**src/hw/swap_pkg.sv**
```systemverilog
// Block-swap memory domain package with address map, sizes and address views
`default_nettype none

package swap_pkg;

  // ----------------------------------------------------------
  // Bus widths
  // ----------------------------------------------------------
  localparam int unsigned AddrWidth = 32;
  localparam int unsigned DataWidth = 32;
  localparam int unsigned BeWidth   = DataWidth / 8;

  // ----------------------------------------------------------
  // Address map
  // ----------------------------------------------------------
  // Tag in the top address byte that selects the SRAM window
  localparam int unsigned RegionWidth = 8;
  localparam logic [RegionWidth-1:0] SramRegion = 8'h10;

  // Logical block number, replaced by the physical slot
  localparam int unsigned BlockIdxWidth = 16;

  // Byte offset inside one block of 256 bytes
  localparam int unsigned OffsetWidth = 8;

  // Word index inside a block, drops the two byte-lane bits
  localparam int unsigned WordIdxWidth  = OffsetWidth - 2;
  localparam int unsigned WordsPerBlock = 2 ** WordIdxWidth;

  // ----------------------------------------------------------
  // Sizes
  // ----------------------------------------------------------
  // Default number of physical SRAM slots
  localparam int unsigned NumSlots = 4;

  // Read data returned for accesses outside the SRAM window
  localparam logic [DataWidth-1:0] ErrRdata = 32'hBADCAB1E;

  // ----------------------------------------------------------
  // Address word views
  // ----------------------------------------------------------
  // Swap view, region tag on top and offset at the bottom
  typedef struct packed {
    logic [RegionWidth-1:0]   region;
    logic [BlockIdxWidth-1:0] block;
    logic [OffsetWidth-1:0]   offset;
  } swap_view_t;

  // Same word seen either whole or split for the block lookup
  typedef union packed {
    logic [AddrWidth-1:0] raw;
    swap_view_t           swap;
  } swap_addr_t;

endpackage

`default_nettype wire

```
**src/hw/mem_req_if.sv**
```systemverilog
// Request interface carrying one registered memory request between pipeline stages
`default_nettype none

interface mem_req_if;
  import swap_pkg::*;

  // Qualifier, high for one cycle per item
  logic                 valid;

  // Request payload
  logic                 we;
  swap_addr_t           addr;
  logic [DataWidth-1:0] wdata;
  logic [BeWidth-1:0]   be;

  // Upstream stage drives
  modport src (
    output valid, we, addr, wdata, be
  );

  // Downstream stage samples
  modport dst (
    input  valid, we, addr, wdata, be
  );

endinterface

`default_nettype wire

```
**src/hw/addr_decoder.sv**
```systemverilog
// Address decoder stage that marks each request as SRAM hit or error miss
`default_nettype none

module addr_decoder (
  input  logic      clk_i,
  input  logic      reset_i,

  // Translated request from the blocker
  mem_req_if.dst    in_i,

  // Request and routing flag towards the SRAM stage
  mem_req_if.src    out_o,
  output logic      hit_o
);
  import swap_pkg::*;

  // ----------------------------------------------------------
  // Window check
  // ----------------------------------------------------------
  logic [RegionWidth-1:0] region_tag;
  logic                   window_hit;

  // Top byte of the raw address word
  assign region_tag = in_i.addr.raw[AddrWidth-1 -: RegionWidth];
  assign window_hit = (region_tag == SramRegion);

  // ----------------------------------------------------------
  // Stage register
  // ----------------------------------------------------------
  logic                 valid_q;
  logic                 hit_q;
  logic                 we_q;
  swap_addr_t           addr_q;
  logic [DataWidth-1:0] wdata_q;
  logic [BeWidth-1:0]   be_q;

  always_ff @(posedge clk_i) begin
    if (reset_i) begin
      valid_q <= 1'b0;
    end else begin
      valid_q <= in_i.valid;
    end
  end

  // Hit travels with the item it belongs to
  always_ff @(posedge clk_i) begin
    if (in_i.valid) begin
      hit_q   <= window_hit;
      we_q    <= in_i.we;
      addr_q  <= in_i.addr;
      wdata_q <= in_i.wdata;
      be_q    <= in_i.be;
    end
  end

  assign out_o.valid = valid_q;
  assign out_o.we    = we_q;
  assign out_o.addr  = addr_q;
  assign out_o.wdata = wdata_q;
  assign out_o.be    = be_q;
  assign hit_o       = hit_q;

endmodule

`default_nettype wire

```
**src/flat_wrapper.sv**
```systemverilog
// flat-port wrapper written by rule: the top's interface ports become plain ports
module addr_decoder_flat import swap_pkg::*;
  (clk_i, reset_i, hit_o, in_i_valid, in_i_we, in_i_addr, in_i_wdata, in_i_be, out_o_valid, out_o_we, out_o_addr, out_o_wdata, out_o_be);
  mem_req_if in_i_i ();
  mem_req_if out_o_i ();
  input  logic clk_i;
  input  logic reset_i;
  output logic hit_o;
  input wire logic [$bits(in_i_i.valid)-1:0] in_i_valid;
  input wire logic [$bits(in_i_i.we)-1:0] in_i_we;
  input wire logic [$bits(in_i_i.addr)-1:0] in_i_addr;
  input wire logic [$bits(in_i_i.wdata)-1:0] in_i_wdata;
  input wire logic [$bits(in_i_i.be)-1:0] in_i_be;
  output wire logic [$bits(out_o_i.valid)-1:0] out_o_valid;
  output wire logic [$bits(out_o_i.we)-1:0] out_o_we;
  output wire logic [$bits(out_o_i.addr)-1:0] out_o_addr;
  output wire logic [$bits(out_o_i.wdata)-1:0] out_o_wdata;
  output wire logic [$bits(out_o_i.be)-1:0] out_o_be;
  assign in_i_i.valid = in_i_valid;
  assign in_i_i.we = in_i_we;
  assign in_i_i.addr = in_i_addr;
  assign in_i_i.wdata = in_i_wdata;
  assign in_i_i.be = in_i_be;
  assign out_o_valid = out_o_i.valid;
  assign out_o_we = out_o_i.we;
  assign out_o_addr = out_o_i.addr;
  assign out_o_wdata = out_o_i.wdata;
  assign out_o_be = out_o_i.be;
  addr_decoder u_core (.clk_i(clk_i), .reset_i(reset_i), .in_i(in_i_i), .out_o(out_o_i), .hit_o(hit_o));
endmodule
```
**config.mk**
```make
export PLATFORM = sky130hd
export DESIGN_NAME = addr_decoder_flat
export DESIGN_NICKNAME = d
export VERILOG_FILES = /design/src/hw/swap_pkg.sv /design/src/hw/mem_req_if.sv /design/src/hw/addr_decoder.sv /design/src/flat_wrapper.sv
export SDC_FILE = /design/constraint.sdc
export NUM_CORES = 1
export LEC_CHECK = 0
export BUFFER_PORTS_ARGS = -buffer_cell sky130_fd_sc_hd__buf_2
export CAP_MARGIN = 30
export CELL_PAD_IN_SITES_DETAIL_PLACEMENT = 0
export CELL_PAD_IN_SITES_GLOBAL_PLACEMENT = 1
export CORE_AREA = 2 2 83 85
export CTS_BUF_LIST = sky130_fd_sc_hd__clkbuf_4 sky130_fd_sc_hd__clkbuf_8
export CTS_CLUSTER_DIAMETER = 30
export CTS_CLUSTER_SIZE = 20
export DETAILED_ROUTE_END_ITERATION = 8
export DIE_AREA = 0 0 85 87
export GPL_TIMING_DRIVEN = 1
export PLACE_DENSITY = 0.85
export RECOVER_POWER = 50
export SKIP_LAST_GASP = 1
export SLEW_MARGIN = 20
export SYNTH_ARGS = -nofsm -noshare
export SYNTH_HDL_FRONTEND = slang
export SYNTH_SLANG_ARGS = --single-unit
```
**constraint.sdc**
```tcl
create_clock -name clk_i -period 0.88 [get_ports clk_i]
set_clock_uncertainty 0.05 [all_clocks]
set_input_delay 0.176 -clock clk_i [delete_from_list [all_inputs] [get_ports clk_i]]
set_output_delay 0.176 -clock clk_i [all_outputs]
set_load 0.02 [all_outputs]
```
==> impl_metrics.csv <==
group,metric,value,unit
timing,clock.fmax,0.880,GHz
synth,synth-seq-cells,71,
clock_tree,postCtsSetupRepairBufs,0,
global_routing,grt_pass1_wl,8350,um
synth,synth_nets,147,
critical_path,critPathMaxStageDelay,0.42,ns
synth,syn_area,0.00215,mm2
critical_path,crit_arrival,0.91,ns
power,power,8.47,mW
worst_hold_path,hold_path.class,"in2reg",
power,vdd_ir_drop_max,1370,uV
floorplan,io_pins,143,
final_layout,multi_input_area,26.3,um2
timing,tightest_slew,0.357,ns
global_routing,grt_max_degree,27,
synth,synth_xor_area_share,0,%
critical_path,worst_setup_path_start_kind,"flop",
floorplan,die_h,87,um
timing,slew_violations,0,
global_routing,overflow,0,
routing,wl_per_cell,15.7,um
synth,synthMuxAreaShare,0,%
clock_tree,root_buffer,"clkbuf_8",
critical_path,crit_path_top_delay_cell,"edfxtp_1",
critical_path,cp_cell_sequence,"buf_6",
place,place_hpwl,3510,um
critical_path,crit_buf_inv,1,
routing,drtIter0Drc,62,
floorplan,initial_utilization,32.7,%
routing,ant_nets,0,
synth,synth_compound_area_share,0,%
worst_hold_path,holdPathStages,2,
routing,vias,1600,
clock_tree,h-tree-depth,3,
power,pwr-share-clk,36.2,%
power,p_sw_share,22.5,%
place,place_inst,300,
synth,avgSynthCellArea,28.6,um2
synth,yosysWarningCount,0,
clock_tree,numCtsBuffers,9,
timing,final-setup-viol-count,71,
power,p_seq_share,48.6,%
final_layout,drive_above_1_share,52.3,%
worst_hold_path,min_to,"u_core.hit_o",
run,drv_cap,0,
global_routing,grtUsageMet2,28.6,%
power,cellLeakagePower,1.79,nW
global_routing,grt_pass1_vias,1708,
place,gp_congestion,0.684,
global_routing,grt.total_usage,15.5,%
global_routing,busiest_layer,"met2",
place,port_buffers,142,
clock_tree,clk_path_buf_depth,2,
synth,synth-adder-area-share,0,%
final_layout,synthToLayoutAreaGrowth,96.9,%
timing,fin_crit,1.14,ns
final_layout,nFillCells,448,
power,p_sw,1.91,mW
worst_hold_path,worstHoldStart,"in_i_addr[28]",
synth,synth_top_family_by_area,"simple AND/OR/NAND/NOR gates",
power,internal-power,6.57,mW
routing,dr.pass1.iters,4,
synth,yosysUniqueCellTypes,6,
critical_path,path_class,"reg2out",
final_layout,antenna_cells,0,
critical_path,crit_fanout,1,
timing,period_share,129,%
timing,fin_ws,-0.256,ns
clock_tree,clkSlewWorstSetupHoldPaths,0.08,ns
clock_tree,clkSinkCount,71,
synth,synthCells,75,
power,comb_power_share,15.2,%
final_layout,final_cells,386,
outcome,status,"finished with violations",
routing,vias_per_cell,4.15,
synth,synth-simple-area-share,1.22,%
timing,final_hold_viol_count,0,
floorplan,die_area,0.00740,mm2
routing,drc_errors,0,
clock_tree,cts_tree,"done",
floorplan,fp.coreArea,0.00657,mm2
final_layout,nets,373,
floorplan,die_w,85,um
timing,rsz0062_at_grt,"true",
routing,drt-total-wl,6060,um
global_routing,use_met1,15.3,%
timing,max-slew-margin-rel,76.2,%
floorplan,fp-row-count,30,
final_layout,regArea,0.00212,mm2
outcome,violations,"setup timing",
power,powerDensity,2000,mW/mm2
global_routing,grt_use_met3,6.54,%
synth,seq_area_frac_synth,98.8,%
global_routing,antenna_found_initial,0,
critical_path,required,0.65,ns
critical_path,endpoint_kind,"output pin",
critical_path,cp_top_family,"flip-flops",
[layout by cell type, fill, tap and decap left out]
cell type and n:
buf_2 91, dlygate4sd3_1 70, edfxtp_1 70, buf_6 50, clkbuf_8 9, bufinv_16 3
clkbuf_4 3, clkinv_2 2, nor4_1 1, nor2_1 1, and4b_1 1, nor2b_1 1
clkinv_1 1, clkinvlp_4 1, clkbuf_1 1, dfxtp_2 1
[routing by layer]
layer,vias up,wire length [um]
li1,756,-
met1,753,2060
met2,81,3500
met3,10,397
met4,0,94
met5,-,0
[power groups by stage]
stage	logic, mW	clock network, mW	registers (mW)
6_report	1.28	3.07	4.12
5_1_grt	1.35	3.30	4.15
4_1_cts	1.16	3.10	4.09
3_5_place_dp	0.854	0	4.14
3_3_place_gp	0.844	0	4.13
2_1_floorplan	0.00376	0	4.50
[per-stage QoR]
step	util (%)	TNS (ns)	worst slack, ns	cell area, um2	hold slack (ns)
floorplan	-	0	0.109	2150	0.198
global placement	46.0	-2.52	-0.0611	3020	0.281
detailed placement	46.0	-3.26	-0.0976	3020	0.291
CTS	61.8	-16.64	-0.264	4060	0.129
global route	64.4	-18.50	-0.303	4230	0.191
finish	64.4	-15.27	-0.256	4230	0.198
[cells in the mapped netlist, drive strengths merged]
master	number	share of area (%)
nor4	1	0.29
edfxtp	70	98
nor2b	1	0.29
and4b	1	0.47
nor2	1	0.17
dfxtp	1	0.93
[state kept, by name (all words and copies together) (netlist names)]
register / cells
u_core.out_o.wdata: 32
u_core.out_o.we: 1
u_core.out_o.valid: 1
u_core.hit_o: 1
u_core.out_o.be: 4
u_core.out_o.addr: 32
[worst max-delay path by stage]
stage	startpoint	endpoint	slack, ns	depth (start not counted)
final	u_core.out_o.wdata[8]	out_o_wdata[8]	-0.26	1
after floorplan	in_i_addr[27]	u_core.hit_o	0.11	2
after global placement	in_i_addr[27]	u_core.hit_o	-0.06	3
after global routing	u_core.out_o.wdata[8]	out_o_wdata[8]	-0.30	1
after detailed placement	in_i_addr[27]	u_core.hit_o	-0.1	3
after CTS	u_core.out_o.addr[25]	out_o_addr[25]	-0.26	1
[area by class of cell]
cell class	count	area share, %
clock buffers	9	2.93
clock inverters	7	2.63
multi-input cells	4	0.621
flip-flops and latches	71	50.2
well taps	80	2.37
repair buffers	215	41.3
[cells by family after synthesis]
logic type,count (synthesis)
DFF,71
and+or+nand+nor,4
[repair_timing]
item,in CTS,in global routing
resized for setup,33,69
hold endpoints to repair,70,0
setup endpoints to repair,71,71
hold buffers,70,0
Note: power is estimated with default switching activity, not from simulation.
