`config.mk`:
```
export PLATFORM = sky130hd
export DESIGN_NAME = req_blocker_flat
export DESIGN_NICKNAME = d
export VERILOG_FILES = /design/src/hw/swap_pkg.sv /design/src/hw/mem_req_if.sv /design/src/hw/req_blocker.sv /design/src/flat_wrapper.sv
export SDC_FILE = /design/constraint.sdc
export NUM_CORES = 1
export LEC_CHECK = 0
export BUFFER_PORTS_ARGS = -buffer_cell sky130_fd_sc_hd__buf_2
export CORE_MARGIN = 8
export CORE_UTILIZATION = 34
export DETAILED_ROUTE_END_ITERATION = 10
export PLACE_DENSITY = 0.87
export SKIP_LAST_GASP = 1
export SLEW_MARGIN = 15
export SYNTH_ARGS = -nofsm -noshare
export SYNTH_HDL_FRONTEND = slang
export SYNTH_SLANG_ARGS = --single-unit
```
`constraint.sdc`:
```
create_clock -name clk_i -period 2.87 [get_ports clk_i]
set_input_delay 0.1435 -clock clk_i [delete_from_list [all_inputs] [get_ports clk_i]]
set_output_delay 0.1435 -clock clk_i [all_outputs]
set_load 0.01 [all_outputs]
```
`src/hw/swap_pkg.sv`:
```
// Block-swap memory domain package with address map, sizes and address views
`default_nettype none

package swap_pkg;

  // ----------------------------------------------------------
  // Bus widths
  // ----------------------------------------------------------
  localparam int unsigned AddrWidth = 32;
  localparam int unsigned DataWidth = 32;
  localparam int unsigned BeWidth   = DataWidth / 8;

  // ----------------------------------------------------------
  // Address map
  // ----------------------------------------------------------
  // Tag in the top address byte that selects the SRAM window
  localparam int unsigned RegionWidth = 8;
  localparam logic [RegionWidth-1:0] SramRegion = 8'h10;

  // Logical block number, replaced by the physical slot
  localparam int unsigned BlockIdxWidth = 16;

  // Byte offset inside one block of 256 bytes
  localparam int unsigned OffsetWidth = 8;

  // Word index inside a block, drops the two byte-lane bits
  localparam int unsigned WordIdxWidth  = OffsetWidth - 2;
  localparam int unsigned WordsPerBlock = 2 ** WordIdxWidth;

  // ----------------------------------------------------------
  // Sizes
  // ----------------------------------------------------------
  // Default number of physical SRAM slots
  localparam int unsigned NumSlots = 4;

  // Read data returned for accesses outside the SRAM window
  localparam logic [DataWidth-1:0] ErrRdata = 32'hBADCAB1E;

  // ----------------------------------------------------------
  // Address word views
  // ----------------------------------------------------------
  // Swap view, region tag on top and offset at the bottom
  typedef struct packed {
    logic [RegionWidth-1:0]   region;
    logic [BlockIdxWidth-1:0] block;
    logic [OffsetWidth-1:0]   offset;
  } swap_view_t;

  // Same word seen either whole or split for the block lookup
  typedef union packed {
    logic [AddrWidth-1:0] raw;
    swap_view_t           swap;
  } swap_addr_t;

endpackage

`default_nettype wire

```
`src/hw/mem_req_if.sv`:
```
// Request interface carrying one registered memory request between pipeline stages
`default_nettype none

interface mem_req_if;
  import swap_pkg::*;

  // Qualifier, high for one cycle per item
  logic                 valid;

  // Request payload
  logic                 we;
  swap_addr_t           addr;
  logic [DataWidth-1:0] wdata;
  logic [BeWidth-1:0]   be;

  // Upstream stage drives
  modport src (
    output valid, we, addr, wdata, be
  );

  // Downstream stage samples
  modport dst (
    input  valid, we, addr, wdata, be
  );

endinterface

`default_nettype wire

```
`src/hw/req_blocker.sv`:
```
// Request blocker that stalls the grant during block swaps and translates the block field
`default_nettype none

module req_blocker #(
  parameter int unsigned NumSlots = swap_pkg::NumSlots
) (
  input  logic                                 clk_i,
  input  logic                                 reset_i,

  // Bus manager side
  input  logic                                 req_i,
  input  logic                                 we_i,
  input  logic [swap_pkg::AddrWidth-1:0]       addr_i,
  input  logic [swap_pkg::DataWidth-1:0]       wdata_i,
  input  logic [swap_pkg::BeWidth-1:0]         be_i,
  output logic                                 gnt_o,

  // Swap controller side
  output logic [swap_pkg::BlockIdxWidth-1:0]   swap_addr_o,
  output logic                                 swap_valid_o,
  input  logic [$clog2(NumSlots)-1:0]          swap_idx_i,
  input  logic                                 block_i,

  // Translated request towards the decoder
  mem_req_if.src                               out_o
);
  import swap_pkg::*;

  // ----------------------------------------------------------
  // Block lookup
  // ----------------------------------------------------------
  swap_addr_t addr_in;
  swap_addr_t addr_xlat;
  logic       accept;

  assign addr_in.raw = addr_i;

  // Controller sees every pending request, also while stalled
  assign swap_valid_o = req_i;
  assign swap_addr_o  = addr_in.swap.block;

  // Grant withheld while a swap is in progress
  assign gnt_o  = req_i & ~block_i;
  assign accept = req_i & gnt_o;

  // Logical block replaced by the physical slot
  always_comb begin
    addr_xlat            = addr_in;
    addr_xlat.swap.block = BlockIdxWidth'(swap_idx_i);
  end

  // ----------------------------------------------------------
  // Output register
  // ----------------------------------------------------------
  logic                 valid_q;
  logic                 we_q;
  swap_addr_t           addr_q;
  logic [DataWidth-1:0] wdata_q;
  logic [BeWidth-1:0]   be_q;

  always_ff @(posedge clk_i) begin
    if (reset_i) begin
      valid_q <= 1'b0;
    end else begin
      valid_q <= accept;
    end
  end

  // Payload only loaded on an accepted request
  always_ff @(posedge clk_i) begin
    if (accept) begin
      we_q    <= we_i;
      addr_q  <= addr_xlat;
      wdata_q <= wdata_i;
      be_q    <= be_i;
    end
  end

  assign out_o.valid = valid_q;
  assign out_o.we    = we_q;
  assign out_o.addr  = addr_q;
  assign out_o.wdata = wdata_q;
  assign out_o.be    = be_q;

endmodule

`default_nettype wire

```
`src/flat_wrapper.sv`:
```
// flat-port wrapper written by rule: the top's interface ports become plain ports
module req_blocker_flat import swap_pkg::*;
#(
  parameter int unsigned NumSlots = swap_pkg::NumSlots
)
  (clk_i, reset_i, req_i, we_i, addr_i, wdata_i, be_i, gnt_o, swap_addr_o, swap_valid_o, swap_idx_i, block_i, out_o_valid, out_o_we, out_o_addr, out_o_wdata, out_o_be);
  mem_req_if out_o_i ();
  input  logic clk_i;
  input  logic reset_i;
  input  logic req_i;
  input  logic we_i;
  input  logic [swap_pkg::AddrWidth-1:0] addr_i;
  input  logic [swap_pkg::DataWidth-1:0] wdata_i;
  input  logic [swap_pkg::BeWidth-1:0] be_i;
  output logic gnt_o;
  output logic [swap_pkg::BlockIdxWidth-1:0] swap_addr_o;
  output logic swap_valid_o;
  input  logic [$clog2(NumSlots)-1:0] swap_idx_i;
  input  logic block_i;
  output wire logic [$bits(out_o_i.valid)-1:0] out_o_valid;
  output wire logic [$bits(out_o_i.we)-1:0] out_o_we;
  output wire logic [$bits(out_o_i.addr)-1:0] out_o_addr;
  output wire logic [$bits(out_o_i.wdata)-1:0] out_o_wdata;
  output wire logic [$bits(out_o_i.be)-1:0] out_o_be;
  assign out_o_valid = out_o_i.valid;
  assign out_o_we = out_o_i.we;
  assign out_o_addr = out_o_i.addr;
  assign out_o_wdata = out_o_i.wdata;
  assign out_o_be = out_o_i.be;
  req_blocker #(.NumSlots(NumSlots)) u_core (.clk_i(clk_i), .reset_i(reset_i), .req_i(req_i), .we_i(we_i), .addr_i(addr_i), .wdata_i(wdata_i), .be_i(be_i), .gnt_o(gnt_o), .swap_addr_o(swap_addr_o), .swap_valid_o(swap_valid_o), .swap_idx_i(swap_idx_i), .block_i(block_i), .out_o(out_o_i));
endmodule
```
==> results of run 1 <==
## through the flow
stage               hold slack (ns)  utilization [%]
CTS                         0.00107             45.7
floorplan                     0.212                -
global placement              0.287             44.1
finish                       0.0176             46.6
global route               0.000521             46.6
detailed placement            0.287             44.1
## timing repair
action / in CTS / in global routing
endpoints found under the hold margin: 0 / 5
hold buffers: 0 / 5
gates resized for setup: 0 / 0
## registers in the layout, indices dropped and copies added (netlist names)
name	count
u_core.out_o.valid	1
u_core.out_o.be	4
u_core.out_o.we	1
u_core.out_o.wdata	32
u_core.out_o.addr	18
## power groups by stage
stage | Combinational [mW] | Sequential [mW] | Clock (mW)
floorplan | 0.0589 | 1.02 | 0
global placement | 0.149 | 0.986 | 0
detailed placement | 0.154 | 0.989 | 0
CTS | 0.154 | 0.970 | 0.422
global route | 0.171 | 0.974 | 0.451
finish | 0.156 | 0.970 | 0.404
## worst min path at each step
stage	slack, ns	to	depth (start not counted)	start
after global routing	0.0005	u_core.out_o.wdata[11]	1	wdata_i[11]
final	0.02	u_core.out_o.wdata[11]	1	wdata_i[11]
after detailed placement	0.29	swap_addr_o[10]	0	addr_i[18]
after CTS	0.001	u_core.out_o.valid	2	reset_i
after floorplan	0.21	u_core.out_o.valid	1	reset_i
after global placement	0.29	swap_addr_o[10]	0	addr_i[18]
## cell families after synthesis
group / synth area share [%]
simple gates: 0.974
buf+inv: 12.1
flops: 86.8
other cells: 0.195
## critical path, cell delays in order
cell	delay [ns]
buf_2	0.11
nor2b_4	0.12
buf_4	0.54
buf_2	0.25
## area by class of cell
type	count	area share [%]
clock buffer	5	2.68
clock inverter	3	0.683
multi-input combinational	16	3.07
sequential	56	65.2
tap	72	3.51
timing repair buffer	122	24.9
## per-layer routing
| metal | part of all wire, % | vias up |
|---|---|---|
| met5 | 0 | - |
| met4 | 1.1 | 0 |
| met3 | 10 | 6 |
| met2 | 55 | 72 |
| met1 | 34 | 555 |
| li1 | - | 506 |
## synth_stat cells (all sizes together)
cell / count
dfxtp: 1
nor3b: 1
edfxtp: 55
nor2b: 1
buf: 31
conb: 1
==> summary.md, run 1 <==
After detailed routing, the average wire length per cell comes to 16.8 µm. Setup repair after global routing left no endpoint under its margin. Worst min-delay path category: primary input to flop.

Cell internal power was estimated by the tool at 1.20 mW. Setup violations remaining at the end of the flow were counted as 0. The top cell types in the final layout, fill and taps aside, are buf_2, edfxtp_1, conb_1, clkbuf_8, dlygate4sd3_1.

In this run, the number of DRC markers left after iteration 0 of detailed routing was 39. In this run the mean area of a mapped cell was 21.4 µm². The final cycle utilization of the critical path came out at 46.5%. Fill cells in the final layout number 498.

Measured along the x axis, the die boundary spans 91.3 µm. IR analysis of the VDD net gives a maximum drop of 0.235 mV. The layer with the highest usage after global routing is met2.

The standby leakage power was 1.11 nW; the mean number of vias per cell was 4.16. In this run the power spent charging and discharging nets is 0.333 mW. The core region is 5510 µm². Following the worst setup path forward leads to its endpoint at gnt_o. STA puts the critical path data arrival time at 1.19 ns. Combinational logic is responsible for 10.2% of the overall power.

The CTS root buffer was clkbuf_8. edfxtp_1 takes more of the synthesized area than any other cell. The startpoint of the most critical setup path was req_i. The total overflow reported by the global router is 0, and the worst endpoint required time is 2.73 ns.

Based on the critical path, the design can be clocked at up to 749 MHz. In this run the remaining antenna-violating nets after routing total 0. The congestion estimate from routability-driven global placement came to 0.745. Synthesis produced a netlist whose cell count is 90. Synthesis inferred 56 register bits. The number of nets in the layout is 276. The total power consumption of the routed design came out at 1.53 mW. With fillers left out, the area of the finished cells amounts to 2560 µm². The tools report the via count as 1139. In this run the deepest clock path goes through 2 buffers.

In the global route stage, overall resource usage came out at 10.3%. In this run the number of H-tree levels came out at 2. The run gives 0 as the count of unresolved DRC violations after routing. CTS saw 56 sinks. For the routing usage on met2, the log shows 19.1%. The final number of hold-violating endpoints is 0, and the routing usage on met1 is 9.27%. Across all setup checks in the final design, the least slack found is 1.53 ns. The endpoint kind of the worst setup timing path was an output pin.

The share of total power dissipated in sequential elements is 63.4%. For the total inserted antenna cells, the log shows 0. The worst setup path is of the primary input to output pin kind. In this run switching power makes up 21.8% of total power.

Pin placement for this block handled 163 I/O pins. In this run, distinct cell masters in the synthesized netlist total 6. The post-synthesis to final-layout area growth came out at 33.1%.

Yosys attributes the largest share of cell area to edfxtp_1, buf_4, dfxtp_1. The logs give 0 for the initial antenna violation count and 0 for the final count of pins violating max slew. The logs give 261 for the number of instances in the placed design and 27 for the row count. The tools report the type of origin of the critical path as a primary input.

The first global-routing pass estimated 6690 µm of wire. During synthesis, Yosys emitted a total of 0 warnings. Of the synthesized area, sequential elements account for 86.8%. In this run the vertical extent of the chip is 91.3 µm.

For the worst setup slack before clock tree synthesis, the log shows 1.53 ns. The tool flagged a number of max-cap violations equal to 0. The most common cell after layout, fill and taps aside was buf_2.

Along the worst path, the maximum fanout reaches 56. For the pin with the worst max-slew slack, the measured transition is 0.675 ns. The quantity of I/O buffers inserted on ports came out at 116. The run finished with clean final reports. Measured against its own limit, the worst slew margin works out to 55.0%.

Setup TNS after final layout: 0 ns. Subtracting the final worst setup slack from the clock period gives 1.34 ns. For met3 alone, demand over resource in global routing was 5.02%. The synthesized design devotes to its leading area cell type 85.7% of total area.

Entering global routing, the biggest net connects 57 pins. The final layout contains routed wiring with a total length of 4590 µm. The die covers 8330 µm².

TritonCTS built the clock tree. The share of post-route cells with drive strength above 1 is 62.4%, and the multi-input combinational cell area is 78.8 µm². The synthesized netlist occupies a cell area of 1930 µm². The run gives 1178 as the number of global-route vias before repair. The total power divided by cell area is 597 nW/µm², and the number of buffers added by the clock tree synthesis step is 5. The number of search-and-repair iterations in the first detailed-routing pass came out at 4. The cell area after placement came out at 2430 µm². The footprint of the flip-flops and latches came out at 1670 µm².

The post-layout instance count excluding filler cells is 274. The clock network accounts for 26.4% of the total power. Clock transition time at the flip-flop clock pins of the worst setup and hold paths: 0.09 ns. The number of buffers inserted to repair setup after CTS is 0, and the starting density of the core is 35.0%.
Power figures use the tool's default switching activity.
==> run 2, diff against run 1 <==
ABC_AREA = 1   (was not set)
clock period = 1.1 ns   (was 2.87 ns; I/O delays follow)
==> run 2 against run 1 <==
Net effect: first-iteration DRC count shrank 21%; setup slack lost 1.4 ns; sequential cell count is the same; hold slack lost 0.00067 ns; synthesized area is essentially flat; core utilization grew 11 points; die area is essentially flat; non-clock buffer count grew 53; largest cell class unchanged; sequential power grew to 2.6 times the previous value.
==> summary.md, run 2 <==
The run finished with clean final reports. The tools report the total routed wirelength as 5110 µm. The run gives 0 as the number of buffers inserted to repair setup after CTS. The top cell types in the final layout, fill and taps aside, are buf_2, dlygate4sd3_1, edfxtp_1, conb_1, clkbuf_8.

Summed over all nets, the half-perimeter wirelength after detailed placement is 3630 µm. The repair_antennas step left the layout with diodes totalling 0. Walking the worst path, the cells encountered are buf_2. Based on the critical path, the design can be clocked at up to 1080 MHz.

STA classifies the critical path endpoint as an output pin. The run gives 0.620 mV as the highest ir drop seen on vdd. The die width came out at 91.3 µm. The start-to-end type of the worst setup path was flop to output pin. Number of synthesized flops with an enable pin: 55. The tools report the maximum number of pins on one net before global-route repair as 30. The share of the synthesized area in the top cell type is 85.7%, and the post-synthesis to final-layout area growth is 64.5%. Once layout is complete, the cells apart from fillers number 329.

The total power divided by cell area is 1400 nW/µm², and the cell area after synthesis is 1930 µm². The family with the most delay on the worst path was flip-flops. The first global-routing pass estimated 7910 µm of wire. The synthesized design contains 56 register bits.

Once placement completed, the tool counted placed cells totaling 265. Sequential cells were found to cover 86.7% of the synthesized design area. Counting every sink on the clock net gives 56.

The count of antenna-violating nets left after detailed routing came out at 0. Dominant cell by count in the synthesized netlist: edfxtp_1. Across the run, the number of max-cap violations was 0. The core utilization of the finished layout was 57.6%; the highest cell delay on the worst timing path was 0.40 ns. Buffer and inverter count on the worst path: 1. The share of synthesized registers carrying an async set or reset is 0%. The combined global-route utilization of all metal layers was 12.1%. The post-route netlist has 51.0% of its cells at a drive strength greater than 1. TritonCTS built the clock tree. The register with the most flip-flops in the layout has 32 of them. Fill cells in the final layout number 411.

Quantity of I/O buffers inserted on ports: 116. For this design, the CTS-stage hold fixing added 56 buffers. The core area was 5510 µm²; the shortest period the worst path allows was 0.925 ns. The tools report the number of global-route vias before repair as 1453.

Once the clock tree was built, the resizer swapped 0 gates to a different size. The completed layout was analyzed and its total power is 4.44 mW. STA classifies the critical path startpoint as a flop. Via count: 1280. Yosys printed 0 warnings. From bottom edge to top edge, the die measures 91.3 µm. No sink is reached through more buffers than the 2 on the longest clock path. Setup repair after global routing left no endpoint under its margin.

The final count of pins violating max slew is 0, and the worst endpoint required time is 1.04 ns. The initial antenna violation count is 0, and the clock transition time at the flip-flop clock pins of the worst setup and hold paths is 0.10 ns. The cell type with the largest total area after synthesis is edfxtp_1. Summed over all cells, the static leakage comes to 1.36 nW.

For this run, the detailed router's first-pass iteration total came to 4. The tools report the final weighted congestion in routability-driven placement as 0.721. The tools report the CTS root buffer as clkbuf_8.

For the number of DRC markers in iteration 0, the log shows 31. For this run, design rule violations remaining after detail routing come to 0. Maximum fanout along the worst path: 1.

The final cycle utilization of the critical path was 84.1%; the setup TNS after final layout was 0 ns. Worst min-delay path category: primary input to flop. The total overflow left after global routing is 0. After synthesis, the most frequently instantiated cells are edfxtp_1, buf_4, inv_1. Sorting the synthesized cells by area gives the leading types as edfxtp_1, buf_4, dfxtp_1. The arrival time of the worst setup path is 0.87 ns, and the count of cell types in the netlist is 7. The number of nets in the layout is 331. 163 I/O pins were placed. The die covers 8340 µm². CTS built an H-tree with a depth of 2. For the row count, the log shows 27.

Dividing the detail-routed via count by the number of cells gives 3.89. The final routed wire length divided by cell count came out at 15.5 µm. The logs give 0 for the final number of hold-violating endpoints and 92 for the post-synthesis instance total. The tools report the number of buffers added by the clock tree synthesis step as 5. Among all flip-flop cells after synthesis, the most frequent one is edfxtp_1. The run gives 0 as the final-report setup violation count.

The starting density of the core was 35.0%. Average size of a mapped cell: 21.0 µm². For this design, the slowest cell found on the critical path is edfxtp_1. The library cell used most frequently in the layout, excluding fill and tap cells, is buf_2.
## run 2: cell types whose count changed in the layout (fill, tap and decap cells not counted), sizes merged
cell,delta
dlygate4sd3,+51
buf,+2
clkinv,-2
clkinvlp,+2
bufinv,+1
inv,+1
nand2,+1
nor2,+1
nor2b,-1
nor3b,-1
## run 2: path summary, 6_finish.rpt
path | from | to | slack (ns) | depth (start not counted)
setup / recovery | u_core.out_o.wdata[7] | out_o_wdata[7] | 0.18 | 1
hold / removal | req_i | u_core.out_o.valid | 0.02 | 3
## run 2: stage by stage
step	hold WS [ns]	worst slack (ns)	cell area [µm²]
6_report	0.0169	0.175	3170
4_1_cts	0.0106	0.173	3170
3_3_place_gp	0.110	0.148	2500
5_1_grt	0.00792	0.135	3170
3_5_place_dp	0.110	0.133	2500
2_1_floorplan	0.121	-0.241	2010
## run 2: cell type report
class                      count  area, µm²  share of cell area (%)
tap                           72       90.1                    2.84
inverter                       2       27.5                   0.868
clock inverter                 3       46.3                    1.46
multi-input combinational     16       78.8                    2.49
sequential                    56       1670                    52.7
timing repair buffer         175       1190                    37.5
clock buffer                   5       68.8                    2.17
## run 2: kinds of logic (layout without fill, tap and decap cells)
family	after synthesis	after routing	share of synthesized area, %
buf+inv	33	185	12.5
flops	56	56	86.7
other cells	1	14	0.194
simple gates	2	2	0.649
## run 2: report_power, final
part,switching [mW],internal [mW],total [mW]
registers,0.0323,2.50,2.53
clock network,0.641,0.686,1.33
logic,0.266,0.314,0.580
total,0.940,3.50,4.44
## run 2: routing by layer
metal	GRT usage, %	wire length (µm)
met3	5.19	555
met2	21.4	2590
met1	11.9	1810
met5	0	0
met4	5.87	151
==> run 3, diff against run 2 <==
ABC_AREA = 0   (was 1)
clock period = 0.8 ns   (was 1.1 ns; I/O delays follow)
==> run 3 against run 2 <==
Net effect: the run now ends with negative setup slack left; clock power rose by 12%; cell area stayed put; wire length grew 10%; hold slack worse by 0.0026 ns; sequential share of layout area unchanged; setup slack worse by 0.29 ns; critical path depth unchanged; core utilization unchanged; largest cell class unchanged; largest power group unchanged.
==> summary.md, run 3 (synthesis results as in run 1) <==
The tree built by TritonCTS fans out to 56 sinks. Global routing used 5.43% of the available met3 tracks. Of the cells placed in the final design, the portion with a size suffix greater than 1 is 51.2%. The critical path goes through buf_6. Entering global routing, the biggest net connects 36 pins. The fill cell total of the finished layout came out at 418.

TritonCTS built the clock tree. The final reports fail on negative setup slack. The number of flip-flops under the largest register name came out at 32.

Setup repair after global routing could not meet its margin everywhere. The instance count on the critical path was 1. Tracing the worst setup path back leads to its startpoint at u_core.out_o.wdata[2].

Counting along the longest clock path gives a buffer depth of 2. The post-synthesis to final-layout area growth was 64.6%. The logs give 1467 for the number of global-route vias before repair and -3.68 ns for the setup TNS after final layout.

The worst setup margin came out at -0.117 ns. The first detailed-routing pass ran for 4 iterations. For this design, the slowest cell found on the critical path is edfxtp_1. The run gives 1338 as the via count.

Maximum level of the CTS H-tree: 2. After detailed routing, the total wire length is 5620 µm. The logs give 0 for the count of antenna-violating nets left after detailed routing and 0 for the total inserted antenna cells. The shortest period the worst path allows came out at 0.917 ns.

The detailed router finished its first iteration with 38 violations. Capturing instance or port of the critical path: out_o_wdata[2]. The initial antenna violation count was 0; the quantity of I/O buffers inserted on ports was 116.

Leaving out fill and tap cells, the most frequent cell in the layout is buf_2. The start-to-end type of the worst setup path is flop to output pin. Dividing the detail-routed via count by the number of cells gives 4.05. The run finished, with violations left. The worst-case IR drop observed on VDD is 0.839 mV.

After global routing the overflow that remains totals 0. Broken down by cell family, the worst path's largest delay share belongs to flip-flops. The final number of hold-violating endpoints was 0; the highest cell delay on the worst timing path was 0.43 ns. 163 I/O pins were placed. The worst setup path is captured at an output pin.

The routing usage on met2 is 24.7%. Timing would allow up to 1090 MHz. Counting the buffers created by CTS gives 5.

Before CTS, the worst setup slack after placement is -0.103 ns. The global-route wire length before repair was 8280 µm. Clock-pin slew was measured on the worst setup and hold paths at 0.09 ns. The final-report setup violation count was 55; the row count was 27.

The initial utilization of the core area, before any placement, comes to 35.0%. The die covers 8330 µm². In the final design database the tool counted 332 nets.

Buffer and inverter count on the worst path: 1. The global routing stage identified its most utilized layer as met2. The top cell types in the final layout, fill and taps aside, are buf_2, dlygate4sd3_1, edfxtp_1, conb_1, clkbuf_8.

The die boundary height was 91.3 µm. The worst hold path belongs to the class primary input to flop. The tools report the core utilization of the finished layout as 57.6%. Core area: 5510 µm². The standby leakage power was 1.37 nW; the final weighted congestion in routability-driven placement was 0.787.

The count of unresolved DRC violations after routing was 0. Along the worst hold path, the cell count comes to 2. The tightest hold path in the finished design has a slack of 0.0143 ns.

Power spread over the standard cell area amounts to 1830 nW/µm². The arrival time of the worst setup path is 0.88 ns, and the routing usage on met1 is 11.7%. The die width works out to 91.3 µm. The maximum fanout along the worst path works out to 1. Dividing the detail-routed wire length by the instance count gives 17.0 µm. The final critical path takes up 115% of the cycle.

The run gives 0 as the max-cap check violation count. The worst setup path is launched from a flop. For the worst setup path, the data required time is 0.76 ns. Across every metal layer, demand over resource in global routing totals 13.0%.

Final count of pins violating max slew: 0. The root buffer cell chosen for the clock tree is clkbuf_8. The total power consumption of the routed design came out at 5.80 mW.
[run 3: worst min-delay path by stage]
stage,from,to,slack [ns]
2_1_floorplan,reset_i,u_core.out_o.valid,0.11
3_3_place_gp,addr_i[21],swap_addr_o[13],0.08
6_report,req_i,u_core.out_o.valid,0.01
3_5_place_dp,addr_i[21],swap_addr_o[13],0.08
5_1_grt,block_i,u_core.out_o.valid,0.02
4_1_cts,req_i,u_core.out_o.valid,0.01
[run 3: final cells by class]
class	count	area, µm²	share of cell area (%)
clock inverter	3	21.3	0.671
multi-input combinational	16	78.8	2.49
timing repair buffer	178	1240	39.1
clock buffer	5	68.8	2.17
sequential	56	1670	52.7
tap	72	90.1	2.84
[run 3: metrics by stage]
step                      instance area [µm²]  cells
after floorplan                          1980    103
after global placement                   2470    263
after detailed placement                 2470    263
after CTS                                3120    327
after global routing                     3170    330
final                                    3170    330
[run 3: repair_timing]
| action | 4_1_cts | 5_1_grt |
|---|---|---|
| endpoints found under the setup margin | 55 | 57 |
| cloned | 0 | 1 |
| gates resized for setup | 0 | 2 |
| endpoints found under the hold margin | 56 | 0 |
| hold buffers | 56 | 0 |
| pin swaps | 0 | 0 |
| buffers inserted | 0 | 2 |
[run 3: metal layers]
| layer | vias to the layer above | share of wire, % | wire [µm] |
|---|---|---|---|
| met5 | - | 0 | 0 |
| met4 | 0 | 2.5 | 143 |
| met3 | 14 | 9.6 | 538 |
| met2 | 83 | 55 | 3100 |
| met1 | 625 | 33 | 1840 |
| li1 | 616 | - | - |
[run 3: power breakdown]
group | switching (mW) | leakage (nW) | internal (mW)
clock network | 0.873 | 0.0445 | 0.622
registers | 0.0508 | 0.524 | 3.43
logic | 0.371 | 0.796 | 0.453
